## src/bubble_defines.svh

```systemverilog
`ifndef BUBBLE_DEFINES_SVH
`define BUBBLE_DEFINES_SVH

// Bubble buffer geometry
`define BUBBLE_ADDR_W   11
`define BUBBLE_DEPTH    2048

`define STROBE_CNT_W    14      // Data strobe counter, all ones when idle
`define POSITION_W      12
`define POSITION_COUNT  2053    // Positions 0 to 2052

// Frame schedule in data strobes
`define PAGE_START      201     // Page frame anchor
`define BOOT_START      5285    // Bootloader frame anchor
`define PAGE_WORDS      512
`define BOOT_WORDS      1272
`define BOOT_TAIL       1308    // Zero strobes after bootloader data

`endif

```

## src/positionCounter.sv

```systemverilog
`timescale 1ns/1ps
`include "bubble_defines.svh"

module positionCounter
(
    input  logic                   bubbleBufferWriteClock,
    input  logic                   rstN,
    input  logic                   positionChange,
    input  logic                   positionClear,
    output logic [`POSITION_W-1:0] position
);

    localparam int posW = `POSITION_W;
    localparam logic [posW-1:0] lastPosition = posW'(`POSITION_COUNT - 1);

    always_ff @(posedge bubbleBufferWriteClock)
    begin
        if (!rstN)
        begin
            position <= '0;
        end
        else if (positionClear)
        begin
            position <= '0;    // Realign at bootloader start
        end
        else if (positionChange)
        begin
            if (position == lastPosition)
            begin
                position <= '0;
            end
            else
            begin
                position <= position + 1'b1;
            end
        end
    end

endmodule

```

## config.mk

```make
export PLATFORM = sky130hd
export DESIGN_NAME = positionCounter
export DESIGN_NICKNAME = d
export VERILOG_FILES = /design/src/positionCounter.sv
export VERILOG_INCLUDE_DIRS = /design/src
export SDC_FILE = /design/constraint.sdc
export NUM_CORES = 1
export LEC_CHECK = 0
export BUFFER_PORTS_ARGS = -buffer_cell sky130_fd_sc_hd__buf_4
export CAP_MARGIN = 40
export CORE_AREA = 2 2 39 41
export DETAILED_ROUTE_END_ITERATION = 8
export DIE_AREA = 0 0 41 43
export GPL_ROUTABILITY_DRIVEN = 0
export MAX_ROUTING_LAYER = met4
export PLACE_DENSITY_LB_ADDON = 0.2
export SYNTH_ARGS = -nofsm -noshare
export SYNTH_HDL_FRONTEND = slang
export SYNTH_SLANG_ARGS = --single-unit
```

## constraint.sdc

```tcl
create_clock -name bubbleBufferWriteClock -period 3.7 [get_ports bubbleBufferWriteClock]
set_input_delay 0.185 -clock bubbleBufferWriteClock [delete_from_list [all_inputs] [get_ports bubbleBufferWriteClock]]
set_output_delay 0.185 -clock bubbleBufferWriteClock [all_outputs]
set_load 0.1 [all_outputs]
```

Word level (Yosys, flattened, before mapping)
Cells that the tools add are included.
Widths: inputs -> output; s select.
{"block": "totals", "out_inout_bits": 12, "in_bits": 4, "elab_cells": 6, "reg_bits": 12}
{"block": "op_classes", "bitwise": 1, "n_reduce_logical": 1, "add_sub_neg": 1, "muxes": 1, "eq_ne": 1}
{"operator": "$add 12x1->12 const B", "count": 1}
{"operator": "$eq 12x12->1 const B", "count": 1}
{"operator": "$mux 12", "count": 1}
{"operator": "$reduce_or 2->1", "count": 1}
{"operator": "$not 1->1", "count": 1}

Depth between registers and ports, before layout
{"block": "depth", "word_depth": 2, "ltp_mapped": 6, "depth_no_buf": 5}

Worst setup path after synthesis
OpenSTA, ideal clock, no wires.
{"block": "synth_path", "path_kind": "register to register", "startpoint": "register position[3]", "endpoint": "register position[10]", "path_slack_ps": 1593, "arrival_ps": 2037, "t_required_ps": 3630, "period_less_slack_ps": 2107, "path_stages_with_launch": 5, "path_buffers": 1, "setup_ps": 70, "path_cell_list": "dfxtp_1 -> nand4_2 -> buf_2 -> or4_1 -> a21oi_1"}
{"block": "synth_via", "elab_chain_cells": 2, "elab_cells_between_ends": 3, "cone_classes": "1 x add/sub; 1 x eq/ne; 1 x mux"}
{"item": "from (decl)", "line_no": "positionCounter.sv:10", "rtl": "output logic [`POSITION_W-1:0] position"}
{"item": "from (signal assigned)", "line_no": "positionCounter.sv:34", "rtl": "position <= position + 1'b1;"}
{"item": "$add 12x1->12 / $eq 12x12->1 (equally long branches)", "line_no": "positionCounter.sv:34, positionCounter.sv:28"}
{"item": "$mux 12 *", "line_no": "positionCounter.sv:28", "rtl": "if (position == lastPosition)"}
Every way passes the cells marked *; elsewhere a longest branch is shown, timed or not.
A chain may end at the register's enable or synchronous reset.

Final worst setup path
{"block": "layout_path", "startpoint": "register position[7]", "endpoint": "register position[1]"}
{"block": "layout_via", "elab_chain_cells": 2}
{"item": "$eq 12x12->1", "line_no": "positionCounter.sv:28"}
{"item": "$mux 12", "line_no": "positionCounter.sv:28"}
Every way passes these cells.

==> reports/metrics.csv <==
stage;metric;value;unit
outcome;status;completed;
critical_path;Worst setup EP type;flop;
routing;WL per Instance;12.84;µm
global_routing;All-Layer GR Usage;0.1612;
routing;final wirelength;1.271;mm
synth;synthesized area;616.8;µm²
layout;fin util;0.5479;
global_routing;vias in the first global route;437;
synth;top-count cell post-synth;dfxtp_1;
sta;final worst-path setup slack;2.001;ns
critical_path;required time worst endpoint;3.84;ns
sta;Tightest Pin Transition;0.5183;ns
hold_path;Worst Hold Class;in2reg;
synth;Seq/Total Area, Yosys;0.3895;
clock_tree;clk sinks;12;
clock_tree;CTS Hold Bufs;0;
clock_tree;clock tree from TritonCTS;built;
sta;relative max-transition margin;0.6545;
critical_path;Arrival @ worst endpoint;1.84;ns
critical_path;Critical Path Start Type;flop;
place;dpl cells;95;
critical_path;worst-path maximum fanout;12;
pwr;pwr dens;333.7;mW/mm²
hold_path;Worst Hold End;position[0]$_SDFFE_PP0P_;
clock_tree;H-Tree Depth;1;
synth;top post-synthesis cells by count;dfxtp_1 (12), a21oi_1 (7), nand4_1 (6);
critical_path;WS Path Type;reg2reg;
synth;synthesized net count;74;
critical_path;reg2reg setup slack;2.00;ns
critical_path;worst stage delay on the critical path;0.57;ns
place;pre-CTS setup slack;2.012;ns
floorplanning;starting density of the core;0.4458;
global_routing;largest net degree at the start of global routing;13;
floorplanning;Die Span Y;43;µm
floorplanning;I/O pin count;16;
sta;final setup fails;0;
hold_path;Hold Path Depth;3;
floorplanning;FP Rows;14;
synth;Netlist cell types;24;
sta;RSZ-0062 raised after global routing;false;
layout;layout cells sized above 1;0.2771;
clock_tree;Clock transition at path regs;0.08;ns
place;I/O Buffers;15;
clock_tree;post-CTS resize count;0;
synth;post-synth top area share;0.3895;
critical_path;RR Startpoint;position[7]$_SDFFE_PP0P_;
critical_path;CP Cell Sequence;or4_4 -> o31ai_4 -> nor2_1;
synth;Synth async-reset ratio;0;
synth;Gate Count Post-Synth;68;
clock_tree;clk_lat worst skew;0.27;ns
routing;remaining antenna violation count;0;
global_routing;gr ovfl total;0;
clock_tree;clock root buffer;clkbuf_4;
synth;Mean Syn Cell Area;9.071;µm²
layout;Antenna diodes;0;
synth;main combinational cell family by area after synthesis;simple AND/OR/NAND/NOR gates;
layout;Top Registers;position: 12 flops;
layout;Seq. cell area;240.2;µm²
synth;largest cells by area after synthesis;dfxtp_1 (39%), nand4_1 (6.1%), or4_1 (6.1%), a21oi_1 (5.7%), o31ai_1 (4.9%);
pwr;leakage power;0.2865;nW
sta;Fmax;588.7;MHz
synth;post-synthesis mux area share;0.01623;
hold_path;Hold Crit Start;positionChange;
routing;DRT iter0 DRCs;10;
clock_tree;deepest clock path buffer count;2;
global_routing;initial antenna violation count;0;
critical_path;R2R cell count;3;
routing;DR vias;544;
layout;post-route insts no fill;99;
global_routing;first-pass GRT wire length;1.863;mm
floorplanning;core area;0.001384;mm²
flow_run;Max-cap violations;0;
sta;Final Hold Viols;0;
clock_tree;Setup Fix Bufs, Post-CTS;0;
layout;fin nets;90;
critical_path;reg-to-reg critical path endpoint;position[1]$_SDFFE_PP0P_;
critical_path;Slowest cell on crit path;or4_4;
synth;xor/xnor cell area share of the yosys netlist;0.05680;
routing;DRC viols;0;
clock_tree;number of buffers created by CTS;3;
synth;area leader, netlist;dfxtp_1;
layout;Largest register FFs;12;
layout;area of the multi-input gates;341.6;µm²
sta;Total Neg Setup Slack;0;ns
synth;register bit total from synthesis;12;
floorplanning;Die Width;41;µm
floorplanning;die area;0.001763;mm²
sta;Tcrit/Tclk final;0.4591;
synth;Yosys warnings;0;
pwr;Worst VDD drop;0.1770;mV
layout;Layout area overhead;22.92;%
layout;Largest Register;position;
sta;Period minus WS final;1.699;ns
synth;Post-synth EDFFs;0;
place;hpwl dp;869.3;µm
sta;skew final;0.002854;ns
synth;compound-cell area share of the yosys netlist;0.1643;
routing;post-DR vias/cell;5.495;
layout;Fillers;137;
routing;drt pass-1 iters;4;
sta;fin. max-slew vios;0;
synth;simple-gate share of the synthesized area;0.2759;
synth;Synth Area in Adders;0.04057;
synth;dominant synthesized flop cell;dfxtp_1;
## placed cells by master, fill, tap and decap left out, types with 4 or more instances in the layout
cell type / count
a21oi_1: 7
buf_4: 15
dfxtp_1: 12
nand4_1: 6
nor2_1: 5
o31ai_1: 4
or4_1: 5
## critical path, delay by kind of cell (launching register included)
family / cells / cell delay (ns)
and+or+nand+nor: 2 / 0.68
AOI/OAI and AO/OA: 1 / 0.52
DFF: 1 / 0.37
## power by group
group	switching, W	leakage [nW]	internal [W]	total, W
clock	0.0000448	0.0210	0.0000598	0.000105
sequential	0.00000174	0.0968	0.000130	0.000131
combinational	0.0000111	0.169	0.00000584	0.0000169
total	0.0000576	0.286	0.000195	0.000253
## routing by layer
layer	global-route usage	vias up	share of wire
met5	-	-	0
met3	0.03141	2	0.054
met1	0.2313	241	0.50
li1	-	285	-
met2	0.1906	16	0.43
met4	0.1200	0	0.015
## worst max-delay path by stage
stage          slack [ns]                   endpoint  cells past startpoint                     start
2_1_floorplan        1.59  position[10]$_SDFFE_PP0P_                      4  position[3]$_SDFFE_PP0P_
3_3_place_gp         2.03   position[1]$_SDFFE_PP0P_                      3  position[7]$_SDFFE_PP0P_
3_5_place_dp         2.01   position[0]$_SDFFE_PP0P_                      3  position[7]$_SDFFE_PP0P_
4_1_cts              2.01   position[0]$_SDFFE_PP0P_                      3  position[7]$_SDFFE_PP0P_
5_1_grt              1.93   position[3]$_SDFFE_PP0P_                      3  position[7]$_SDFFE_PP0P_
6_report             2.00   position[1]$_SDFFE_PP0P_                      3  position[7]$_SDFFE_PP0P_
## cell type report
type,instances,area share
Clock buffer,4,0.04785
Timing Repair Buffer,15,0.1485
Tap cell,16,0.02640
Multi-Input combinational cell,50,0.4505
Sequential cell,12,0.3168
Inverter,2,0.009901
## cell families after synthesis
kind of cell | Yosys count
buf+inv | 6
simple gates | 28
mux | 1
fa+ha+maj | 2
compound gates | 15
flops | 12
xor+xnor | 4
## stage by stage
| stage | hold WS [ns] | total power [W] | area [µm²] |
|---|---|---|---|
| final | 0.2297 | 0.0002530 | 758.2 |
| after global routing | 0.2571 | 0.0002638 | 758.2 |
| after CTS | 0.2311 | 0.0002581 | 758.2 |
| after detailed placement | 0.5058 | 0.0001516 | 721.9 |
| after global placement | 0.4978 | 0.0001515 | 721.9 |
| after floorplan | 0.3791 | 0.0001482 | 616.8 |
Note: power is estimated with default switching activity, not from simulation.
