`config.mk`:
```
export PLATFORM = sky130hd
export DESIGN_NAME = bubbleBuffer
export DESIGN_NICKNAME = d
export VERILOG_FILES = /design/src/bubble_pkg.sv /design/src/bubbleBuffer.sv
export VERILOG_INCLUDE_DIRS = /design/src
export SDC_FILE = /design/constraint.sdc
export NUM_CORES = 2
export LEC_CHECK = 0
export BUFFER_PORTS_ARGS = -buffer_cell sky130_fd_sc_hd__buf_4
export CAP_MARGIN = 20
export CORE_UTILIZATION = 30
export DETAILED_ROUTE_END_ITERATION = 8
export SLEW_MARGIN = 10
export SYNTH_ARGS = -nofsm -noshare
export SYNTH_HDL_FRONTEND = slang
export SYNTH_SLANG_ARGS = --single-unit
```
`constraint.sdc`:
```
create_clock -name bubbleBufferWriteClock -period 3 [get_ports bubbleBufferWriteClock]
set_input_delay 0.15 -clock bubbleBufferWriteClock [delete_from_list [all_inputs] [get_ports bubbleBufferWriteClock]]
set_output_delay 0.15 -clock bubbleBufferWriteClock [all_outputs]
set_load 0.01 [all_outputs]
```
`src/bubble_defines.svh`:
```
`ifndef BUBBLE_DEFINES_SVH
`define BUBBLE_DEFINES_SVH

// Bubble buffer geometry
`define BUBBLE_ADDR_W   11
`define BUBBLE_DEPTH    2048

`define STROBE_CNT_W    14      // Data strobe counter, all ones when idle
`define POSITION_W      12
`define POSITION_COUNT  2053    // Positions 0 to 2052

// Frame schedule in data strobes
`define PAGE_START      201     // Page frame anchor
`define BOOT_START      5285    // Bootloader frame anchor
`define PAGE_WORDS      512
`define BOOT_WORDS      1272
`define BOOT_TAIL       1308    // Zero strobes after bootloader data

`endif

```
`src/bubble_pkg.sv`:
```
`include "bubble_defines.svh"

package bubble_pkg;

    // Encoded as {pageSelect, bubbleAccess, positionLatch}
    typedef enum logic [2:0] {
        initialStandby   = 3'b000,
        bootloaderAccess = 3'b010,
        normalStandby    = 3'b100,
        pageAccess       = 3'b110,
        pageLatch        = 3'b111
    } accessState_t;

    typedef enum logic [2:0] {
        fetchIdle    = 3'd0,     // Pointer back to all ones
        fetchStep    = 3'd1,
        fetchRead    = 3'd2,
        outIdleHigh  = 3'd3,
        outEmit      = 3'd4,     // Inverted buffer word
        outPattern01 = 3'd5,
        outPattern11 = 3'd6,
        outHold      = 3'd7
    } seqCmd_t;

    typedef union packed {
        logic [1:0] raw;         // Loader view
        struct packed {
            logic odd;
            logic even;
        } pair;                  // Sequencer view
    } bubbleWord_u;

    typedef struct packed {
        logic pageSelect;
        logic bubbleAccess;
        logic positionLatch;
    } timingIn_t;

    typedef struct packed {
        logic [`BUBBLE_ADDR_W-1:0] address;
        bubbleWord_u               data;
        logic                      writeEnableN;
    } bufferWrite_t;

    typedef struct packed {
        logic odd;
        logic even;
    } bubbleOut_t;

endpackage

```
`src/bubbleBuffer.sv`:
```
`timescale 1ns/1ps
`include "bubble_defines.svh"

module bubbleBuffer
(
    input  logic                      bubbleBufferWriteClock,
    input  bubble_pkg::bufferWrite_t  bufWrite,
    input  logic                      readEnable,
    input  logic [`BUBBLE_ADDR_W-1:0] readAddress,
    output bubble_pkg::bubbleWord_u   readWord
);

    logic [$bits(bubble_pkg::bubbleWord_u)-1:0] mem [`BUBBLE_DEPTH];

    always_ff @(posedge bubbleBufferWriteClock)
    begin
        if (!bufWrite.writeEnableN)
        begin
            mem[bufWrite.address] <= bufWrite.data.raw;    // Flash loader side
        end
    end

    always_ff @(posedge bubbleBufferWriteClock)
    begin
        if (readEnable)
        begin
            readWord.raw <= mem[readAddress];
        end
    end

endmodule

```
**Yosys cells after proc, flatten, opt, wreduce, memory -nomap -nowiden**

Memory sizes are Yosys's and may differ from the RTL's. A register that Yosys moved wholly into a read port is not among the register bits.
Cells that the tools add are included.

- Memory bits (writable): 4096
- Flip-flop bits (word level): 0
- Input bits: 27
- Word-level logic and storage cells: 2
- Memories: 1

Memories:

| memory | words | bits a word | read ports | clocked after Yosys merged registers in | wr ports | line | RTL |
|---|---|---|---|---|---|---|---|
| mem | 2048 | 2 | 1 | 1 | 1 | bubbleBuffer.sv:13 | `` logic [$bits(bubble_pkg::bubbleWord_u)-1:0] mem [`BUBBLE_DEPTH]; `` |

- Mux-type cells: 1

Operator list:

| operator | count |
|---|---|
| $mux W1 | 1 |

**Depth between registers and ports, before layout**

- Depth in word-level cells: 1
- Gate-level depth with buffers: 16
- Gate-level depth less buffers: 9

**Worst setup path after synthesis**

Ideal clock, no wire load.

- Path kind: input to register
- Start: input readAddress[0]
- End: register readWord[0] (netlist bit) (read register of mem) (data pin)
- Library setup time: 0.265 ns
- Path slack: 0.367 ns
- Required time: 2.735 ns
- Data arrival time: 2.367 ns
- Path buffers: 6
- Stages on the path: 15
- Path through: buf_6 buf_12 buf_6 buf_4 buf_4 buf_4 mux2i_1 nor2_1 o31ai_1 o21ai_0 nand3_1 o21ai_0 nand4_1 o41ai_1 or3_1

RTL lines:

| element | line | RTL |
|---|---|---|
| from (decl) | bubbleBuffer.sv:9 | `` input logic [`BUBBLE_ADDR_W-1:0] readAddress, `` |
| to (decl) | bubbleBuffer.sv:10 | `output bubble_pkg::bubbleWord_u readWord` |

==> results.toml <==
[status]
status = "finished, violations left"
violations = "negative setup slack"

[drt]
vias_per_cell = 5.32
wirelength_um = 522000
via_count = 99700
ant_nets = 0
wl_per_cell_um = 27.9
drc = 0
firstDrtPassIters = 6
drt_first_iter_violations = 13500

[placed_design]
dpl_worst_slack_ns = -1.72
dpl.hpwl_um = 335000
numPortBuffers = 28
routabilityCongestion = 0.873

[clock_network]
clockRootBuffer = "clkbuf_16"
cts_buffer_depth = 4
cts_sinks = 4098
cts_tree = "built"
clkTransAtPathRegs_ns = 0.06
clk_latency_ns = 1.00
cts_max_level = 5
cts_buffers = 413

[power_and_ir_drop]
p_switching_mw = 26.5
p_seq_share_pct = 52.4
power_frac_clock_pct = 42.0
p_leak_nw = 62.3
powerDensity_nw_per_um2 = 606
netSwitchingFraction_pct = 22.1
power.internal_mw = 93.7
vdd_drop_max_uv = 504
comb_power_share_pct = 5.6

[logic_synthesis]
netlist.area_leader.share_pct = 72.9
synth-edff-count = 4098
ys.warnings.count = 0
ys_seq_area_share_pct = 72.9
yosys_register_bits = 4098
netlist_instances = 10200
synth_flop_cell = "edfxtp_1"
synth_fa_ha_area_share_pct = 0
synth_area_um2 = 169000
synth_compound_area_share_pct = 3.77
synth_top_family_by_area = "multiplexers"
yosys.area_share.simple_pct = 6.89
async_flop_share_pct = 0
synth_xor_area_share_pct = 0
synthTopCellsByArea = "edfxtp_1, mux4_2, nor2_1"
synth_nets = 10200
synth_mux_area_share_pct = 13.5
yosys.area.top_type = "edfxtp_1"
synth.avg_cell_area_um2 = 16.6
ys_types = 77

[die]
fp.coreArea_um2 = 561000
start_util_pct = 30.1
die_area_um2 = 566000
fp-row-count = 275
io_pins = 29
fp.dieW_um = 752
die_h_um = 752

[critical_path]
crit_slowest_cell = "nand4_1"
crit_required_ns = 3.88
start_kind = "register"
crit_chain = "mux4_2 > nand2_2 > and3_4 > o31ai_4 > and3_4 > nand4_1 > o41ai_4 > or3_1"
max_stage_delay_ns = 0.63
cp_max_fo = 1
cp_data_arrival_time_ns = 4.14
cp_top_family = "simple AND/OR/NAND/NOR gates"
reg2reg_setup_slack_ns = -0.27
cp_common_cell = "and3_4"
cp.buffers_inverters = 0
critical_path_class = "register to register"
end_kind = "register"

[sta]
drv_slew = 0
worst_pin_slew_ns = 1.18
grt_setup_unrepaired = "yes"
fin_crit_ns = 3.27
setup_ws_ns = -0.268
fmax_ghz = 0.306
finalHoldViolations = 0
max_slew_margin_pct = 20.9
setup_viol = 1
fin_crit_sh_pct = 109
setup_tns_ns = -0.268
fin_skew_ns = 0.0621

[global_route]
grt_max_degree = 125
grt_pass1_wl_um = 734000
antenna_found_initial = 40
grt_use_total_pct = 17.8
grt_pass1_vias = 98700
gr-total-overflow = 0

[min_path]
hp-class = "input port to register"

[job]
cap_violations = 0

[finish]
nets = 10900
layout_common_cells = "edfxtp_1, nor2_1, buf_4"
drive_above_1_share_pct = 21.9
area_growth_pct = 17.6
layout.cells.most_common = "edfxtp_1"
-- cell usage after synthesis, types with 5 or more instances --
cell / count
nor2_1: 2181
mux2_2: 22
and2_1: 19
nor4_1: 61
a311oi_1: 6
mux4_2: 607
o21ai_0: 123
nor3b_1: 10
o311ai_0: 6
nor2b_1: 13
a211o_1: 9
o31ai_1: 15
nand3_1: 46
o221ai_1: 251
and3b_1: 7
a31oi_1: 19
mux4_1: 32
buf_6: 101
nand2_1: 232
edfxtp_1: 4098
a2111oi_0: 25
nand4_1: 26
buf_8: 39
a21oi_1: 149
clkbuf_1: 508
a22oi_1: 8
mux2i_1: 798
buf_4: 29
o211ai_1: 8
or2_2: 36
o22ai_1: 178
nor3_1: 163
o22a_1: 5
buf_1: 77
or4_1: 11
a211oi_1: 63
o32ai_1: 10
clkbuf_4: 8
and3_1: 11
buf_12: 15
or3_1: 11
nand2b_1: 6
buf_2: 96
-- timing repair --
item / CTS / global route
buffers inserted: 3 / 0
resized for setup: 40 / 5
hold buffers: 14 / 0
endpoints found under the hold margin: 1189 / 0
pin swaps: 17 / 8
endpoints found under the setup margin: 2 / 2
-- stage by stage --
stage               power, mW  std cells  instance area (um2)  hold slack (ns)  utilization [%]
finish                    120      18700               199000           0.0729             35.4
global route              123      18700               198000           0.0568             35.4
CTS                       121      18700               198000          0.00204             35.4
detailed placement       70.9      18000               185000            0.525             33.0
global placement         70.8      18000               185000            0.530             33.0
floorplan                67.3      10200               169000            0.249                -
-- sequential cells by signal, indices dropped and copies added (netlist names) --
| signal | flops |
|---|---|
| mem | 4096 |
| readWord | 2 |
-- worst paths after layout --
path	from	end	cells after the start
worst max-delay path	mem[1493][0]$_DFFE_PP_	readWord[0]$_DFFE_PP_	8
worst min register to register	mem[247][1]$_DFFE_PP_	readWord[1]$_DFFE_PP_	7
worst min-delay path	bufWrite[12]	mem[404][0]$_DFFE_PP_	5
worst max register to register	mem[1493][0]$_DFFE_PP_	readWord[0]$_DFFE_PP_	8
-- per-layer routing --
metal	wire length (um)	GRT usage [%]	part of all wire [%]
met3	47600	2.64	9.1
met1	210000	24.6	40
met5	85	0	0.016
met4	20100	5.95	3.9
met2	245000	28.8	47
-- worst reg2reg max path: stages (launching register included) --
cell,delay (ns)
edfxtp_1,0.33
mux4_2,0.26
nand2_2,0.06
and3_4,0.18
o31ai_4,0.60
and3_4,0.36
nand4_1,0.64
o41ai_4,0.55
or3_1,0.17
-- power by group through the flow --
stage / Sequential, mW / Combinational, mW / Clock [mW]
after global placement: 64.2 / 6.62 / 0
after floorplan: 64.2 / 3.11 / 0
after detailed placement: 64.2 / 6.63 / 0
final: 63.0 / 6.74 / 50.5
after CTS: 63.0 / 6.69 / 51.0
after global routing: 63.0 / 6.99 / 53.1
-- cell families after synthesis --
| group | Yosys count |
|---|---|
| and+or+nand+nor | 2851 |
| DFF | 4098 |
| buffers and inverters | 878 |
| AOI/OAI and AO/OA | 910 |
| muxes | 1459 |
-- area by class of cell --
class	instances	area (um2)
Fill cell	52600	362000
Sequential cell	4098	123000
Multi-Input combinational cell	5220	41200
Timing Repair Buffer	1166	11800
Clock buffer	500	10700
Tap cell	7479	9360
Clock inverter	256	2430
Inverter	4	27.5
Antenna cell	6	15.0
Note: power is estimated with default switching activity, not from simulation.
