### src/bubble_defines.svh
`ifndef BUBBLE_DEFINES_SVH
`define BUBBLE_DEFINES_SVH

// Bubble buffer geometry
`define BUBBLE_ADDR_W   11
`define BUBBLE_DEPTH    2048

`define STROBE_CNT_W    14      // Data strobe counter, all ones when idle
`define POSITION_W      12
`define POSITION_COUNT  2053    // Positions 0 to 2052

// Frame schedule in data strobes
`define PAGE_START      201     // Page frame anchor
`define BOOT_START      5285    // Bootloader frame anchor
`define PAGE_WORDS      512
`define BOOT_WORDS      1272
`define BOOT_TAIL       1308    // Zero strobes after bootloader data

`endif

### src/bubble_pkg.sv
`include "bubble_defines.svh"

package bubble_pkg;

    // Encoded as {pageSelect, bubbleAccess, positionLatch}
    typedef enum logic [2:0] {
        initialStandby   = 3'b000,
        bootloaderAccess = 3'b010,
        normalStandby    = 3'b100,
        pageAccess       = 3'b110,
        pageLatch        = 3'b111
    } accessState_t;

    typedef enum logic [2:0] {
        fetchIdle    = 3'd0,     // Pointer back to all ones
        fetchStep    = 3'd1,
        fetchRead    = 3'd2,
        outIdleHigh  = 3'd3,
        outEmit      = 3'd4,     // Inverted buffer word
        outPattern01 = 3'd5,
        outPattern11 = 3'd6,
        outHold      = 3'd7
    } seqCmd_t;

    typedef union packed {
        logic [1:0] raw;         // Loader view
        struct packed {
            logic odd;
            logic even;
        } pair;                  // Sequencer view
    } bubbleWord_u;

    typedef struct packed {
        logic pageSelect;
        logic bubbleAccess;
        logic positionLatch;
    } timingIn_t;

    typedef struct packed {
        logic [`BUBBLE_ADDR_W-1:0] address;
        bubbleWord_u               data;
        logic                      writeEnableN;
    } bufferWrite_t;

    typedef struct packed {
        logic odd;
        logic even;
    } bubbleOut_t;

endpackage

### src/accessStateTracker.sv
`timescale 1ns/1ps

module accessStateTracker
(
    input  logic                  bubbleBufferWriteClock,
    input  logic                  rstN,
    input  bubble_pkg::timingIn_t timing,
    output logic                  loadBootloader,
    output logic                  loadPage
);

    bubble_pkg::accessState_t state;
    logic [2:0]               code;

    assign code = timing;    // Same bit order as the state codes

    always_ff @(posedge bubbleBufferWriteClock)
    begin
        if (!rstN)
        begin
            state          <= bubble_pkg::initialStandby;
            loadBootloader <= 1'b1;
            loadPage       <= 1'b1;
        end
        else
        begin
            case (code)
                bubble_pkg::initialStandby:
                begin
                    if (state != bubble_pkg::pageLatch)    // Latch to standby is a glitch
                    begin
                        state          <= bubble_pkg::initialStandby;
                        loadBootloader <= 1'b1;
                        loadPage       <= 1'b1;
                    end
                end
                bubble_pkg::bootloaderAccess:
                begin
                    if (state != bubble_pkg::pageAccess && state != bubble_pkg::pageLatch)
                    begin
                        state          <= bubble_pkg::bootloaderAccess;
                        loadBootloader <= 1'b0;
                        loadPage       <= 1'b1;
                    end
                end
                bubble_pkg::normalStandby:
                begin
                    if (state != bubble_pkg::pageLatch)
                    begin
                        state          <= bubble_pkg::normalStandby;
                        loadBootloader <= 1'b1;
                        loadPage       <= 1'b1;
                    end
                end
                bubble_pkg::pageAccess:
                begin
                    state <= bubble_pkg::pageAccess;    // Strobes carry over
                end
                bubble_pkg::pageLatch:
                begin
                    // Page latch is reachable from page access only
                    if (state == bubble_pkg::pageAccess || state == bubble_pkg::pageLatch)
                    begin
                        state          <= bubble_pkg::pageLatch;
                        loadBootloader <= 1'b1;
                        loadPage       <= 1'b0;
                    end
                end
                default:
                begin
                    state <= state;    // Latch without access
                end
            endcase
        end
    end

endmodule

### config.mk
export PLATFORM = sky130hd
export DESIGN_NAME = accessStateTracker
export DESIGN_NICKNAME = d
export VERILOG_FILES = /design/src/bubble_pkg.sv /design/src/accessStateTracker.sv
export VERILOG_INCLUDE_DIRS = /design/src
export SDC_FILE = /design/constraint.sdc
export NUM_CORES = 1
export LEC_CHECK = 0
export BUFFER_PORTS_ARGS = -buffer_cell sky130_fd_sc_hd__buf_2
export CAP_MARGIN = 0
export CORE_AREA = 4 4 41 43
export CTS_BUF_LIST = sky130_fd_sc_hd__clkbuf_8 sky130_fd_sc_hd__clkbuf_16
export CTS_CLUSTER_SIZE = 8
export DETAILED_ROUTE_END_ITERATION = 16
export DIE_AREA = 0 0 45 47
export SYNTH_ARGS = -nofsm -noshare
export SYNTH_HDL_FRONTEND = slang
export SYNTH_SLANG_ARGS = --single-unit
### constraint.sdc
create_clock -name bubbleBufferWriteClock -period 1.2 [get_ports bubbleBufferWriteClock]
set_clock_uncertainty 0.05 [all_clocks]
set_input_delay 0.12 -clock bubbleBufferWriteClock [delete_from_list [all_inputs] [get_ports bubbleBufferWriteClock]]
set_output_delay 0.12 -clock bubbleBufferWriteClock [all_outputs]
set_load 0.1 [all_outputs]
# Yosys cells after proc, flatten, opt, wreduce, memory -nomap -nowiden
# Index checks and enable logic that the tools add are counted.
# W data, S select, Z words.
# op_classes
n_reduce_logical	8
eq_ne	13
muxes	12
# ops
cell	n
$eq A3 B3 Y1 const B	5
$pmux W3 S5	1
$mux W3	4
$ne A2 B2 Y1 const B	4
$ne A3 B3 Y1 const B	2
$pmux W1 S3	2
$mux W1	5
$reduce_and A5 Y1	1
$reduce_bool A5 Y1	1
$reduce_and A4 Y1	1
$eq A3 B2 Y1 const B	1
$logic_not A3 Y1	1
$reduce_bool A3 Y1	1
$ne A2 B1 Y1 const B	1
$reduce_or A2 Y1	1
$logic_and A1 B1 Y1	1
$logic_or A1 B1 Y1	1
# totals
inputBits	5
reg_bits	5
out_inout_bits	2
word_cells	36

# Longest topological paths before layout
# logic_depth
depth_word	4
depth_mapped	4
mapped_depth_nobuf	4

# Worst setup path before layout
# Ideal clock, no wire load.
# synth_timing
path_kind	reg2reg
from	register loadBootloader (netlist name)
to	register loadBootloader
required_ns	1.073
t_arrival_ns	1.291
n_path_buf	0
stages_incl_launch_ff	4
setup_time_ns	0.077
slack_ns	-0.217
cell_sequence	dfxtp_1 -> inv_1 -> o2111a_1 -> a41oi_2
# synth_lines
element	line_no	source
end signal, assigned	accessStateTracker.sv:22	loadBootloader <= 1'b1;
end signal, assigned	accessStateTracker.sv:33	loadBootloader <= 1'b1;
end signal, assigned	accessStateTracker.sv:42	loadBootloader <= 1'b0;
end, declared	accessStateTracker.sv:8	output logic loadBootloader,

# Final worst setup path
# layout_timing
from	register state[2]
to	register loadBootloader
# layout_between
elab_chain_len	4
word_cells_on_any_way	10
classes_between	7 x eq/ne; 3 x reduce/logical
# layout_lines
element	line_no	source
start, declared	accessStateTracker.sv:12	bubble_pkg::accessState_t state;
start signal, assigned	accessStateTracker.sv:21	state <= bubble_pkg::initialStandby;
start signal, assigned	accessStateTracker.sv:32	state <= bubble_pkg::initialStandby;
start signal, assigned	accessStateTracker.sv:41	state <= bubble_pkg::bootloaderAccess;
$eq A3 B3 Y1 (tied with other cells)	accessStateTracker.sv:62	if (state == bubble_pkg::pageAccess || state == bubble_pkg::pageLatch)
$logic_or A1 B1 Y1 or $logic_and A1 B1 Y1 (tied branches)	accessStateTracker.sv:62, accessStateTracker.sv:39	
$ne A2 B2 Y1 (no source line)	-	
$reduce_and A4 Y1 (no source line) (*)	-	
end signal, assigned	accessStateTracker.sv:42	
end signal, assigned	accessStateTracker.sv:51	loadBootloader <= 1'b1;
end signal, assigned	accessStateTracker.sv:65	loadBootloader <= 1'b1;
# Every way passes the cells marked *; elsewhere a longest branch is shown, timed or not.
# A chain may end at the register's enable or synchronous reset.

==> flow_summary.toml <==
[status]
outcome = "completed"

[floorplan]
design.portCount = 7
fp.dieW_um = 45
num_rows = 13
die_h_um = 47
dieArea_mm2 = 0.00212
core_area_mm2 = 0.00130
start_util_pct = 19.4

[place]
place_area_um2 = 334
gp_congestion = 0.777
dp_hpwl_um = 424
port_buffers = 6
placedCellCount = 52

[sta]
whs_ns = 0.0894
tns_ns = 0
hold_viol = 0
worstMarginPinSlew_ns = 0.209
setup_viol = 0
grt_setup_unrepaired = "false"
period_share_pct = 91.7
drv_slew = 0
fmax_ghz = 0.908
period_needed_ns = 1.10
slew_headroom_pct = 86.0

[run]
maxCapViolCount = 0

[grt]
antenna_found_initial = 0
track_usage_pct = 6.88
overflow = 0
grt_pass1_wl_um = 952
grt_max_degree = 7
grt_pass1_vias = 223

[setup_path]
cp-startpoint = "state[2]"
endpoint_kind = "flop"
timing.rr.start = "state[2]"
crit_path_start_kind = "flop"
path_max_fanout = 4
slowest_stage = "dfxtp_2"
cp.required_ns = 1.30
arrival_ns = 1.20
critPathMaxStageDelay_ns = 0.34
path_cells = "nand4_1 -> or2_0 -> o2111a_1 -> a41oi_2"
critPathKind = "flop to flop"

[pwr]
p_clk_share_pct = 57.5
seqPwrFrac_pct = 32.9
p_total_w = 0.000543
leakage_nw = 0.162
internal-power_w = 0.000414
p_comb_share_pct = 9.6
ir_worst_vdd_mv = 0.607
p_sw_w = 0.000129
swShare_pct = 23.7
cellPowerDensity_mw_per_mm2 = 1420

[synthesis]
synth_area_leader_cell = "dfxtp_1"
yosys-top-cells-count = "dfxtp_1, nand2_1, nor2b_1"
ys_seq_area_share_pct = 39.6
synth_edf_count = 0
synth-seq-cells = 5
synth_cell_types = 13
synth_area_um2 = 253
synth_top_cell_area_share_pct = 39.6
async_flop_share_pct = 0
syn_avg_cell_area_um2 = 8.15
synth_ff_type = "dfxtp_1"
syn_nets = 36
syn_inst = 31
yosys_warnings = 0
synthTopCellsByArea = "dfxtp_1, nor2b_1, nand2_1, a41oi_2, a21oi_1"

[clocking]
cts_root_buf = "clkbuf_8"
htree_num_levels = 1
clock_sinks = 5
cts_tree = "built"
numCtsBuffers = 3
clk_latency_ns = 0.23
path_clk_slew_ns = 0.04
cts_buffer_depth = 2
postCtsHoldBufs = 0

[routing]
via_per_inst = 4.36
vias = 244
wl_um = 579
firstDrtPassIters = 4
wl_met3_um = 47
ant_nets = 0
drt_iter0_markers = 11
met1Wirelength_um = 268
detail_route.wl_per_cell_um = 10.3
dr_wl_met2_um = 250
highest_layer = "met4"
drc = 0

[layout]
num_antenna_cells = 0
finalNonFillerCells = 56
drive_gt1_share_pct = 36.6
synthToLayoutAreaGrowth_pct = 51.0
design_area_um2 = 382
final_net_count = 47

[min_path]
hold_class = "primary input to flop"
hp-start = "rstN"
==> critical path, delay by kind of cell (launching register included) <==
family	cells	cell delay, ns
flops	1	0.34
compound gates	2	0.30
simple gates	2	0.34
==> state kept, by name (all words and copies together) (netlist names) <==
name            flops
loadPage            1
loadBootloader      1
state               3
==> path summary, 6_finish.rpt <==
check	to	slack (ns)	depth (start not counted)
worst min register to register	state[0]	0.46	2
worst min-delay path	loadPage	0.09	2
worst max register to register	loadBootloader	0.1	4
worst max-delay path	loadBootloader	0.1	4
==> per-stage QoR <==
step	util (%)	worst slack (ns)
after CTS	29.1	0.0631
after detailed placement	25.7	0.0860
after global placement	25.7	0.0924
after global routing	29.3	0.0358
after floorplan	-	0.0936
final	29.3	0.0993
==> cell families (layout without fill, tap and decap cells) <==
family | count (synthesis) | count (layout) | synth area share [%]
AOI/OAI and AO/OA | 11 | 11 | 32.2
buffers and inverters | 3 | 13 | 4.46
DFF | 5 | 5 | 39.6
and+or+nand+nor | 12 | 12 | 23.8
==> per-layer routing <==
layer	GRT usage, %	vias to the layer above
met3	4.60	2
met5	0	-
met1	8.90	104
met4	3.51	0
li1	-	126
met2	8.47	12
==> what timing repair did <==
action                     in CTS  in global routing
setup buffers                   0                  0
gates resized for setup         0                  2
setup endpoints to repair       0                  1
==> layout by cell type, fill, tap and decap left out <==
cell | netlist | final
a21oi_2 | 1 | 1
nand4_1 | 1 | 1
dfxtp_2 | 0 | 4
o2111a_1 | 1 | 1
or2_0 | 1 | 1
buf_12 | 0 | 2
a21boi_0 | 2 | 2
clkbuf_8 | 0 | 3
dfxtp_1 | 5 | 1
nor2b_1 | 4 | 4
buf_2 | 0 | 4
o21ai_0 | 3 | 3
nand2_1 | 5 | 5
inv_1 | 3 | 4
nor2_1 | 1 | 1
a21oi_1 | 3 | 3
a41oi_2 | 1 | 1
==> area by class of cell <==
type / instances / area, µm²
Fill cell: 146 / 920
Tap cell: 15 / 18.8
Inverter: 3 / 11.3
Multi-Input combinational cell: 23 / 141
Timing Repair Buffer: 6 / 60.1
Sequential cell: 5 / 105
Clock inverter: 1 / 3.75
Clock buffer: 3 / 41.3
==> power by group through the flow <==
| stage | Clock (W) | Sequential, W | Combinational (W) |
|---|---|---|---|
| after global routing | 0.000330 | 0.000179 | 0.0000569 |
| final | 0.000312 | 0.000179 | 0.0000519 |
| after detailed placement | 0 | 0.000180 | 0.0000514 |
| after floorplan | 0 | 0.000190 | 0.0000184 |
| after global placement | 0 | 0.000180 | 0.0000522 |
| after CTS | 0.000319 | 0.000178 | 0.0000516 |
No activity file was read; power rests on OpenSTA's default activity.
