--- config.mk ---
export PLATFORM = sky130hd
export DESIGN_NAME = outputSequencer
export DESIGN_NICKNAME = d
export VERILOG_FILES = /design/src/bubble_pkg.sv /design/src/outputSequencer.sv
export VERILOG_INCLUDE_DIRS = /design/src
export SDC_FILE = /design/constraint.sdc
export NUM_CORES = 1
export LEC_CHECK = 0
export BUFFER_PORTS_ARGS = -buffer_cell sky130_fd_sc_hd__buf_2
export CAP_MARGIN = 30
export CELL_PAD_IN_SITES_DETAIL_PLACEMENT = 1
export CELL_PAD_IN_SITES_GLOBAL_PLACEMENT = 1
export CORE_MARGIN = 3
export CORE_UTILIZATION = 48
export DETAILED_ROUTE_END_ITERATION = 8
export PLACE_DENSITY_LB_ADDON = 0.2
export SETUP_SLACK_MARGIN = 0.4
export SYNTH_ARGS = -nofsm -noshare
export SYNTH_HDL_FRONTEND = slang
export SYNTH_SLANG_ARGS = --single-unit
--- constraint.sdc ---
create_clock -name bubbleBufferWriteClock -period 4.58 [get_ports bubbleBufferWriteClock]
set_input_delay 0.458 -clock bubbleBufferWriteClock [delete_from_list [all_inputs] [get_ports bubbleBufferWriteClock]]
set_output_delay 0.458 -clock bubbleBufferWriteClock [all_outputs]
set_load 0.01 [all_outputs]
--- src/bubble_defines.svh ---
`ifndef BUBBLE_DEFINES_SVH
`define BUBBLE_DEFINES_SVH

// Bubble buffer geometry
`define BUBBLE_ADDR_W   11
`define BUBBLE_DEPTH    2048

`define STROBE_CNT_W    14      // Data strobe counter, all ones when idle
`define POSITION_W      12
`define POSITION_COUNT  2053    // Positions 0 to 2052

// Frame schedule in data strobes
`define PAGE_START      201     // Page frame anchor
`define BOOT_START      5285    // Bootloader frame anchor
`define PAGE_WORDS      512
`define BOOT_WORDS      1272
`define BOOT_TAIL       1308    // Zero strobes after bootloader data

`endif

--- src/bubble_pkg.sv ---
`include "bubble_defines.svh"

package bubble_pkg;

    // Encoded as {pageSelect, bubbleAccess, positionLatch}
    typedef enum logic [2:0] {
        initialStandby   = 3'b000,
        bootloaderAccess = 3'b010,
        normalStandby    = 3'b100,
        pageAccess       = 3'b110,
        pageLatch        = 3'b111
    } accessState_t;

    typedef enum logic [2:0] {
        fetchIdle    = 3'd0,     // Pointer back to all ones
        fetchStep    = 3'd1,
        fetchRead    = 3'd2,
        outIdleHigh  = 3'd3,
        outEmit      = 3'd4,     // Inverted buffer word
        outPattern01 = 3'd5,
        outPattern11 = 3'd6,
        outHold      = 3'd7
    } seqCmd_t;

    typedef union packed {
        logic [1:0] raw;         // Loader view
        struct packed {
            logic odd;
            logic even;
        } pair;                  // Sequencer view
    } bubbleWord_u;

    typedef struct packed {
        logic pageSelect;
        logic bubbleAccess;
        logic positionLatch;
    } timingIn_t;

    typedef struct packed {
        logic [`BUBBLE_ADDR_W-1:0] address;
        bubbleWord_u               data;
        logic                      writeEnableN;
    } bufferWrite_t;

    typedef struct packed {
        logic odd;
        logic even;
    } bubbleOut_t;

endpackage

--- src/outputSequencer.sv ---
`timescale 1ns/1ps
`include "bubble_defines.svh"

module outputSequencer
(
    input  logic                      bubbleBufferWriteClock,
    input  logic                      rstN,
    input  logic                      dataStrobe,
    input  logic                      loadBootloader,
    input  logic                      loadPage,
    input  bubble_pkg::bubbleWord_u   readWord,
    output logic                      readEnable,
    output logic [`BUBBLE_ADDR_W-1:0] readAddress,
    output logic                      positionClear,
    output bubble_pkg::bubbleOut_t    bubbleOut
);

    localparam int cntW = `STROBE_CNT_W;

    localparam logic [cntW-1:0] bootPattern01 = cntW'(`BOOT_START - 6);
    localparam logic [cntW-1:0] bootStep      = cntW'(`BOOT_START - 4);
    localparam logic [cntW-1:0] bootRead      = cntW'(`BOOT_START - 3);
    localparam logic [cntW-1:0] bootDataFirst = cntW'(`BOOT_START - 2);
    localparam logic [cntW-1:0] bootDataLast  = cntW'(`BOOT_START - 3 + 2 * `BOOT_WORDS);
    localparam logic [cntW-1:0] bootTailLast  =
        cntW'(`BOOT_START - 3 + 2 * `BOOT_WORDS + `BOOT_TAIL);
    localparam logic [cntW-1:0] pageStep      = cntW'(`PAGE_START - 4);
    localparam logic [cntW-1:0] pageRead      = cntW'(`PAGE_START - 3);
    localparam logic [cntW-1:0] pageDataFirst = cntW'(`PAGE_START - 2);
    localparam logic [cntW-1:0] pageDataLast  = cntW'(`PAGE_START - 3 + 2 * `PAGE_WORDS);

    logic [cntW-1:0]           strobeCount;
    logic [cntW-1:0]           nextCount;
    logic                      frameActive;
    logic                      strobeDly;
    bubble_pkg::seqCmd_t       fetchNext;
    bubble_pkg::seqCmd_t       outNext;
    bubble_pkg::seqCmd_t       fetchCmd;
    bubble_pkg::seqCmd_t       outCmd;
    logic [`BUBBLE_ADDR_W-1:0] readPointer;

    assign frameActive = loadBootloader ^ loadPage;    // Exactly one load strobe low
    assign nextCount   = strobeCount + cntW'(1);       // All ones wraps to 0

    // Schedule lookup for the value this strobe gives the counter
    always_comb
    begin
        fetchNext = bubble_pkg::fetchIdle;
        outNext   = bubble_pkg::outIdleHigh;
        if (frameActive && !loadBootloader)
        begin
            if (nextCount >= bootPattern01 && nextCount < bootStep)
            begin
                outNext = bubble_pkg::outPattern01;
            end
            else if (nextCount == bootStep || nextCount == bootRead)
            begin
                fetchNext = (nextCount == bootStep) ? bubble_pkg::fetchStep : bubble_pkg::fetchRead;
                outNext   = bubble_pkg::outPattern11;
            end
            else if (nextCount >= bootDataFirst && nextCount <= bootDataLast)
            begin
                if (nextCount[0] == bootDataFirst[0])    // Emit phase
                begin
                    fetchNext = bubble_pkg::fetchStep;
                    outNext   = bubble_pkg::outEmit;
                end
                else
                begin
                    fetchNext = bubble_pkg::fetchRead;
                    outNext   = bubble_pkg::outHold;
                end
            end
            else if (nextCount > bootDataLast && nextCount <= bootTailLast)
            begin
                outNext = bubble_pkg::outPattern11;    // Zero tail
            end
        end
        else if (frameActive)
        begin
            if (nextCount == pageStep)
            begin
                fetchNext = bubble_pkg::fetchStep;
            end
            else if (nextCount == pageRead)
            begin
                fetchNext = bubble_pkg::fetchRead;
            end
            else if (nextCount >= pageDataFirst && nextCount <= pageDataLast)
            begin
                if (nextCount[0] == pageDataFirst[0])
                begin
                    fetchNext = bubble_pkg::fetchStep;
                    outNext   = bubble_pkg::outEmit;
                end
                else
                begin
                    fetchNext = bubble_pkg::fetchRead;
                    outNext   = bubble_pkg::outHold;
                end
            end
        end
    end

    always_ff @(posedge bubbleBufferWriteClock)
    begin
        if (!rstN)
        begin
            strobeCount <= '1;
            strobeDly   <= 1'b0;
            fetchCmd    <= bubble_pkg::fetchIdle;
            outCmd      <= bubble_pkg::outIdleHigh;
        end
        else
        begin
            strobeDly <= dataStrobe;
            if (!frameActive)
            begin
                strobeCount <= '1;
            end
            else if (dataStrobe)
            begin
                strobeCount <= nextCount;
            end
            if (dataStrobe)
            begin
                fetchCmd <= fetchNext;
                outCmd   <= outNext;
            end
        end
    end

    // Fetch executer, one cycle after the strobe
    always_ff @(posedge bubbleBufferWriteClock)
    begin
        if (!rstN)
        begin
            readPointer <= '1;
        end
        else if (strobeDly)
        begin
            case (fetchCmd)
                bubble_pkg::fetchIdle: readPointer <= '1;
                bubble_pkg::fetchStep: readPointer <= readPointer + 1'b1;    // Wraps at top
                default:               readPointer <= readPointer;
            endcase
        end
    end

    assign readEnable    = strobeDly && (fetchCmd == bubble_pkg::fetchRead);
    assign readAddress   = readPointer;
    assign positionClear = (strobeCount == bootRead) || (strobeCount == bootDataFirst);

    // Output register
    always_ff @(posedge bubbleBufferWriteClock)
    begin
        if (!rstN)
        begin
            bubbleOut <= '1;
        end
        else if (strobeDly)
        begin
            case (outCmd)
                bubble_pkg::outEmit:
                begin
                    bubbleOut.odd  <= ~readWord.pair.odd;
                    bubbleOut.even <= ~readWord.pair.even;
                end
                bubble_pkg::outPattern01:
                begin
                    bubbleOut.odd  <= 1'b1;
                    bubbleOut.even <= 1'b0;
                end
                bubble_pkg::outPattern11: bubbleOut <= '0;    // Inverted 11 on the lines
                bubble_pkg::outHold:      bubbleOut <= bubbleOut;
                default:                  bubbleOut <= '1;
            endcase
        end
    end

endmodule

; ---- Word-level counts from Yosys, hierarchy flattened
; Cells that the tools add are included.
[word_totals]
output_inout_bits = 15
input_bits = 7
register_bits = 34
word_cells = 69
[classes]
n_lt_le_gt_ge = 8
n_eq_ne = 12
n_addsub = 2
n_reduce_logical = 14
bitwise = 4
mux = 22
[op_table]
columns = operator, count
row1 = "14-bit by 13-bit equality test with 1-bit output, second input constant", 4
row2 = 3-bit 2-to-1 mux, 15
row3 = "14-bit by 8-bit equality test with 1-bit output, second input constant", 2
row4 = "14-bit by 13-bit greater-or-equal comparator with 1-bit output, second input constant", 2
row5 = 11-bit one-hot mux with 2 select lines, 1
row6 = "14-bit by 1-bit adder with 14-bit output, second input constant", 1
row7 = "14-bit by 8-bit greater-or-equal comparator with 1-bit output, second input constant", 1
row8 = "14-bit by 13-bit > comparator with 1-bit output, second input constant", 1
row9 = "14-bit by 11-bit <= comparator with 1-bit output, second input constant", 1
row10 = "14-bit by 13-bit <= comparator with 1-bit output, second input constant", 1
row11 = "14-bit <= comparator, second input constant", 1
row12 = "14-bit by 13-bit < comparator with 1-bit output, second input constant", 1
row13 = "3-bit equality test, second input constant", 4
row14 = "11-bit by 1-bit adder with 11-bit output, second input constant", 1
row15 = 2-bit 2-to-1 mux, 5
row16 = 2-bit one-hot mux with 4 select lines, 1
row17 = 1-bit logical AND, 6
row18 = 2-bit AND reduction, 3
row19 = "3-bit by 1-bit equality test with 1-bit output, second input constant", 1
row20 = "3-bit by 2-bit equality test with 1-bit output, second input constant", 1
row21 = 3-bit logical NOT, 1
row22 = 1-bit NOT, 3
row23 = 1-bit logical OR, 2
row24 = 2-bit nonzero test, 1
row25 = 2 further kinds, 2

; ---- Longest topological paths before layout
[logic_depth]
word_depth = 8
mapped_depth = 12
depth_no_buf = 10

; ---- Worst setup path after synthesis
; OpenSTA, ideal clock, no wires.
[synth_timing]
path_kind = reg2reg
startpoint = register strobeCount[0]
endpoint = register outCmd[0]
slack_ns = 1.994
arrival_time_ns = 2.527
required_time_ns = 4.521
synth_period_minus_slack_ns = 2.586
setup_ns = 0.059
stages_incl_launch_ff = 13
n_path_buf = 2
cell_sequence = dfxtp_1 buf_2 buf_2 inv_1 ha_1 nor2b_1 o31a_1 o22ai_1 a211oi_1 o31ai_1 nand2_1 o311ai_1 a31o_1
[synth_between]
elab_chain_cells = 8
[synth_rtl]
columns = item, line_no
row1 = "start, declared", outputSequencer.sv:32  ; logic [cntW-1:0] strobeCount;
row2 = "start signal, assigned", outputSequencer.sv:123  ; strobeCount <= nextCount;
row3 = 14-bit by 1-bit adder with 14-bit output (*), outputSequencer.sv:43  ; assign nextCount = strobeCount + cntW'(1);
row4 = net nextCount[0], outputSequencer.sv:33  ; logic [cntW-1:0] nextCount;
row5 = 14-bit by 8-bit greater-or-equal comparator with 1-bit output (tied with other cells), outputSequencer.sv:89  ; else if (nextCount >= pageDataFirst && nextCount <= pageDataLast)
row6 = "1-bit logical AND, on equally long branches", "outputSequencer.sv:89, outputSequencer.sv:74"
row7 = "3-bit 2-to-1 mux, on equally long branches", "outputSequencer.sv:89, outputSequencer.sv:74"
row8 = "3-bit 2-to-1 mux, on equally long branches", "outputSequencer.sv:85, outputSequencer.sv:61"
row9 = "3-bit 2-to-1 mux, on equally long branches", "outputSequencer.sv:81, outputSequencer.sv:56"
row10 = "3-bit 2-to-1 mux, on equally long branches", "outputSequencer.sv:79, outputSequencer.sv:52"
row11 = 3-bit 2-to-1 mux (*), outputSequencer.sv:50  ; if (frameActive && !loadBootloader)
row12 = "end signal, assigned", outputSequencer.sv:112  ; outCmd <= bubble_pkg::outIdleHigh;
row13 = "end signal, assigned", outputSequencer.sv:128  ; outCmd <= outNext;
row14 = "end, declared", outputSequencer.sv:39  ; bubble_pkg::seqCmd_t outCmd;
; The timed path passes the listed nets; every way through them passes the cells marked *.
; A chain may end at the register's enable or synchronous reset.

; ---- Final worst setup path
[layout_timing]
startpoint = register strobeCount[1]
endpoint = register outCmd[0]
[layout_between]
elab_chain_cells = 8
[layout_rtl]
columns = item, line_no
row1 = 14-bit by 1-bit adder with 14-bit output (*), outputSequencer.sv:43
row2 = 14-bit by 8-bit greater-or-equal comparator with 1-bit output (tied with other cells), outputSequencer.sv:89
row3 = "1-bit logical AND, on equally long branches", "outputSequencer.sv:89, outputSequencer.sv:74"
row4 = "3-bit 2-to-1 mux, on equally long branches", "outputSequencer.sv:89, outputSequencer.sv:74"
row5 = "3-bit 2-to-1 mux, on equally long branches", "outputSequencer.sv:85, outputSequencer.sv:61"
row6 = "3-bit 2-to-1 mux, on equally long branches", "outputSequencer.sv:81, outputSequencer.sv:56"
row7 = "3-bit 2-to-1 mux, on equally long branches", "outputSequencer.sv:79, outputSequencer.sv:52"
row8 = 3-bit 2-to-1 mux (*), outputSequencer.sv:50
; Every way passes the cells marked *; elsewhere a longest branch is shown, timed or not.

==> reports/results.ini <==
[sta]
setup_viol_count_final = 0
min_period_ns = 3.60
fmax_ghz = 0.278
worst_pin_slew_ns = 1.02
finalSetupTns_ns = 0
period_share = 0.786
skew_ns = 0.00394
rsz0062_at_grt = false
holdWs_ns = 0.427
final-hold-violation-count = 0
slew_headroom = 0.322
maxSlewViolCount = 0

[die]
coreArea_sq_um = 5240
start_util = 0.509
fp.dieArea_sq_um = 6490
die_width_um = 80.5
dieHeight_um = 80.5
pin_count = 22
rows = 26

[drt]
viasPerCell = 6.20
wl_per_cell_um = 17.9
drtAntennaViolNets = 0
num_vias = 2642
drt_iter0_markers = 138
drc = 0
dr.pass1.iters = 4
drt-total-wl_um = 7640

[pwr]
vdd_drop_max_v = 0.000177
p_leak_nw = 1.09
power_density_nw_per_um2 = 350

[finish]
layout_commonest_cell = nand2_1
layout-drive-gt1-share = 0.138
syn2layout_area_growth_pct = 5.72
final_design_area_no_fill_sq_um = 2820
final_cell_mix = nand2_1, dfxtp_1, buf_2
nets = 368
antennaDiodeCount = 0

[logic_synthesis]
syn_area_sq_um = 2670
synth-compound-area-share = 0.256
synth_top_cell_by_area = dfxtp_1
synth.distinct_cells = 67
yosys-top-cells-area = dfxtp_1, nand2_1, nand3_1
netlist.area_leader.share = 0.248
synth-edff-count = 0
synth_ff_type = dfxtp_1
syn_nets = 368
synthSimpleGateAreaFrac = 0.326
ys_async_sr_fraction = 0
synthMuxAreaShare = 0.00751
synth_top_family_by_area = simple AND/OR/NAND/NOR gates
synth_xor_area_frac = 0.0657
yosysSeqAreaShare = 0.248
synth-adder-area-share = 0.0282
ys.warnings.count = 0
syn_area_per_cell_sq_um = 7.51
synth-seq-cells = 33
syn_inst = 355

[setup_path]
slowest_delay_ns = 0.91
crit_slowest_cell = ha_1
required_ns = 4.77
crit_type = reg -> reg
reg2reg_slack_ns = 0.98
end_kind = flop
path_cells = ha_1, nand2_1, nor2_1, a41oi_1, a211oi_1, a21oi_1, nor3_1, nand2_1, a31o_1
cp_common_cell = nand2_1
cp_max_fo = 30
worst_setup_path_start_kind = flop
arrival_ns = 3.78

[worst_hold_path]
hold_class = in -> reg

[run]
maxCapViolations = 0

[clock_tree]
numCtsBuffers = 5
postCtsSetupBuffers = 0
ctsResizeCount = 0
path_clk_slew_ns = 0.07
cts_root_buf = clkbuf_8
cts_hold_buffers = 0
cts_buffer_depth = 2
clk_latency_ns = 0.29
cts_sinks = 33
cts_tree = yes
h-tree-depth = 2

[global_route]
grt_pass1_wl_um = 13000
grtUsageTotal = 0.256
grt_overflow_total = 0
grt_max_degree = 31
antenna_found_initial = 0
first_global_vias = 2624

[placement]
gp_congestion = 0.962
post_dp_cell_area_sq_um = 2730
dp_hpwl_um = 5420
port_buffers = 21

[outcome]
status = complete, no violations

## final cells by class
class	count	area (sq um)
clock buffers	5	68.8
clock inverters	3	17.5
fillers	681	2420
inverters	9	33.8
multi-input cells	282	1820
flip-flops and latches	33	661
well taps	70	87.6
repair buffers	24	128
## kinds of logic after synthesis
| family | count (synthesis) |
|---|---|
| xor gates and xnor gates | 20 |
| buffers and inverters | 40 |
| and+or+nand+nor | 166 |
| muxes | 2 |
| AOI/OAI and AO/OA | 88 |
| adders and majority gates | 6 |
| DFF | 33 |
## cells in the mapped netlist (all sizes together), types with 2 or more instances
library cell	count
or2	2
buf	13
o21a	2
nor2	16
nand3b	4
a31oi	3
xnor2	9
and4	4
ha	6
o211ai	4
a21boi	3
xor2	11
inv	8
o31ai	4
clkbuf	18
and3	6
nor4	2
nor4b	2
a32oi	3
a21o	2
a41oi	3
a2111oi	3
nand3	20
o2111a	2
nor3	12
mux2i	2
or3b	2
and2	4
o21ai	19
a32o	2
a21oi	12
o31a	2
nand2b	5
dfxtp	33
nor2b	5
o22ai	7
nand2	55
a31o	4
nand4	13
or3	9
a211oi	2
## routing by layer
metal | share of wire | routed length, um | GRT usage | up-vias
li1 | - | - | - | 1298
met1 | 0.49 | 3760 | 0.332 | 1288
met2 | 0.46 | 3500 | 0.422 | 42
met3 | 0.034 | 263 | 0.0549 | 14
met4 | 0.016 | 121 | 0.0777 | 0
met5 | 0 | 0 | 0 | -
## flip-flops by register name, summed over array words and instances, names as in the netlist
name,flops
readAddress,11
fetchCmd,2
outCmd,3
bubbleOut,2
strobeDly,1
strobeCount,14
## worst max-delay path, delay by kind of cell, from the launching register on
kind                     cells  cell delay, ns
adder cells (fa/ha/maj)      1            0.91
flip-flops                   1            0.55
AND/OR/NAND/NOR              4            1.08
AO/OA/AOI/OAI                4            0.94
## final timing paths
kind / to / startpoint / cells after the start
worst max register to register: outCmd[0] / strobeCount[1] / 9
worst min-delay path: bubbleOut[0] / rstN / 2
worst max-delay path: outCmd[0] / strobeCount[1] / 9
worst min register to register: bubbleOut[0] / bubbleOut[0] / 2
## power breakdown
part           switching [W]  internal [W]
sequential         0.0000487      0.000309
clock               0.000121      0.000105
combinational       0.000241      0.000161
## through the flow
stage                     power (W)   util  setup slack [ns]  cells
after floorplan            0.000673      -              1.99    355
final                      0.000986  0.538             0.980    426
after detailed placement   0.000755  0.522              1.05    418
after global placement     0.000742  0.520              1.23    417
after global routing        0.00106  0.538             0.635    426
after CTS                  0.000986  0.538              1.02    426
Note: power is estimated with default switching activity, not from simulation.
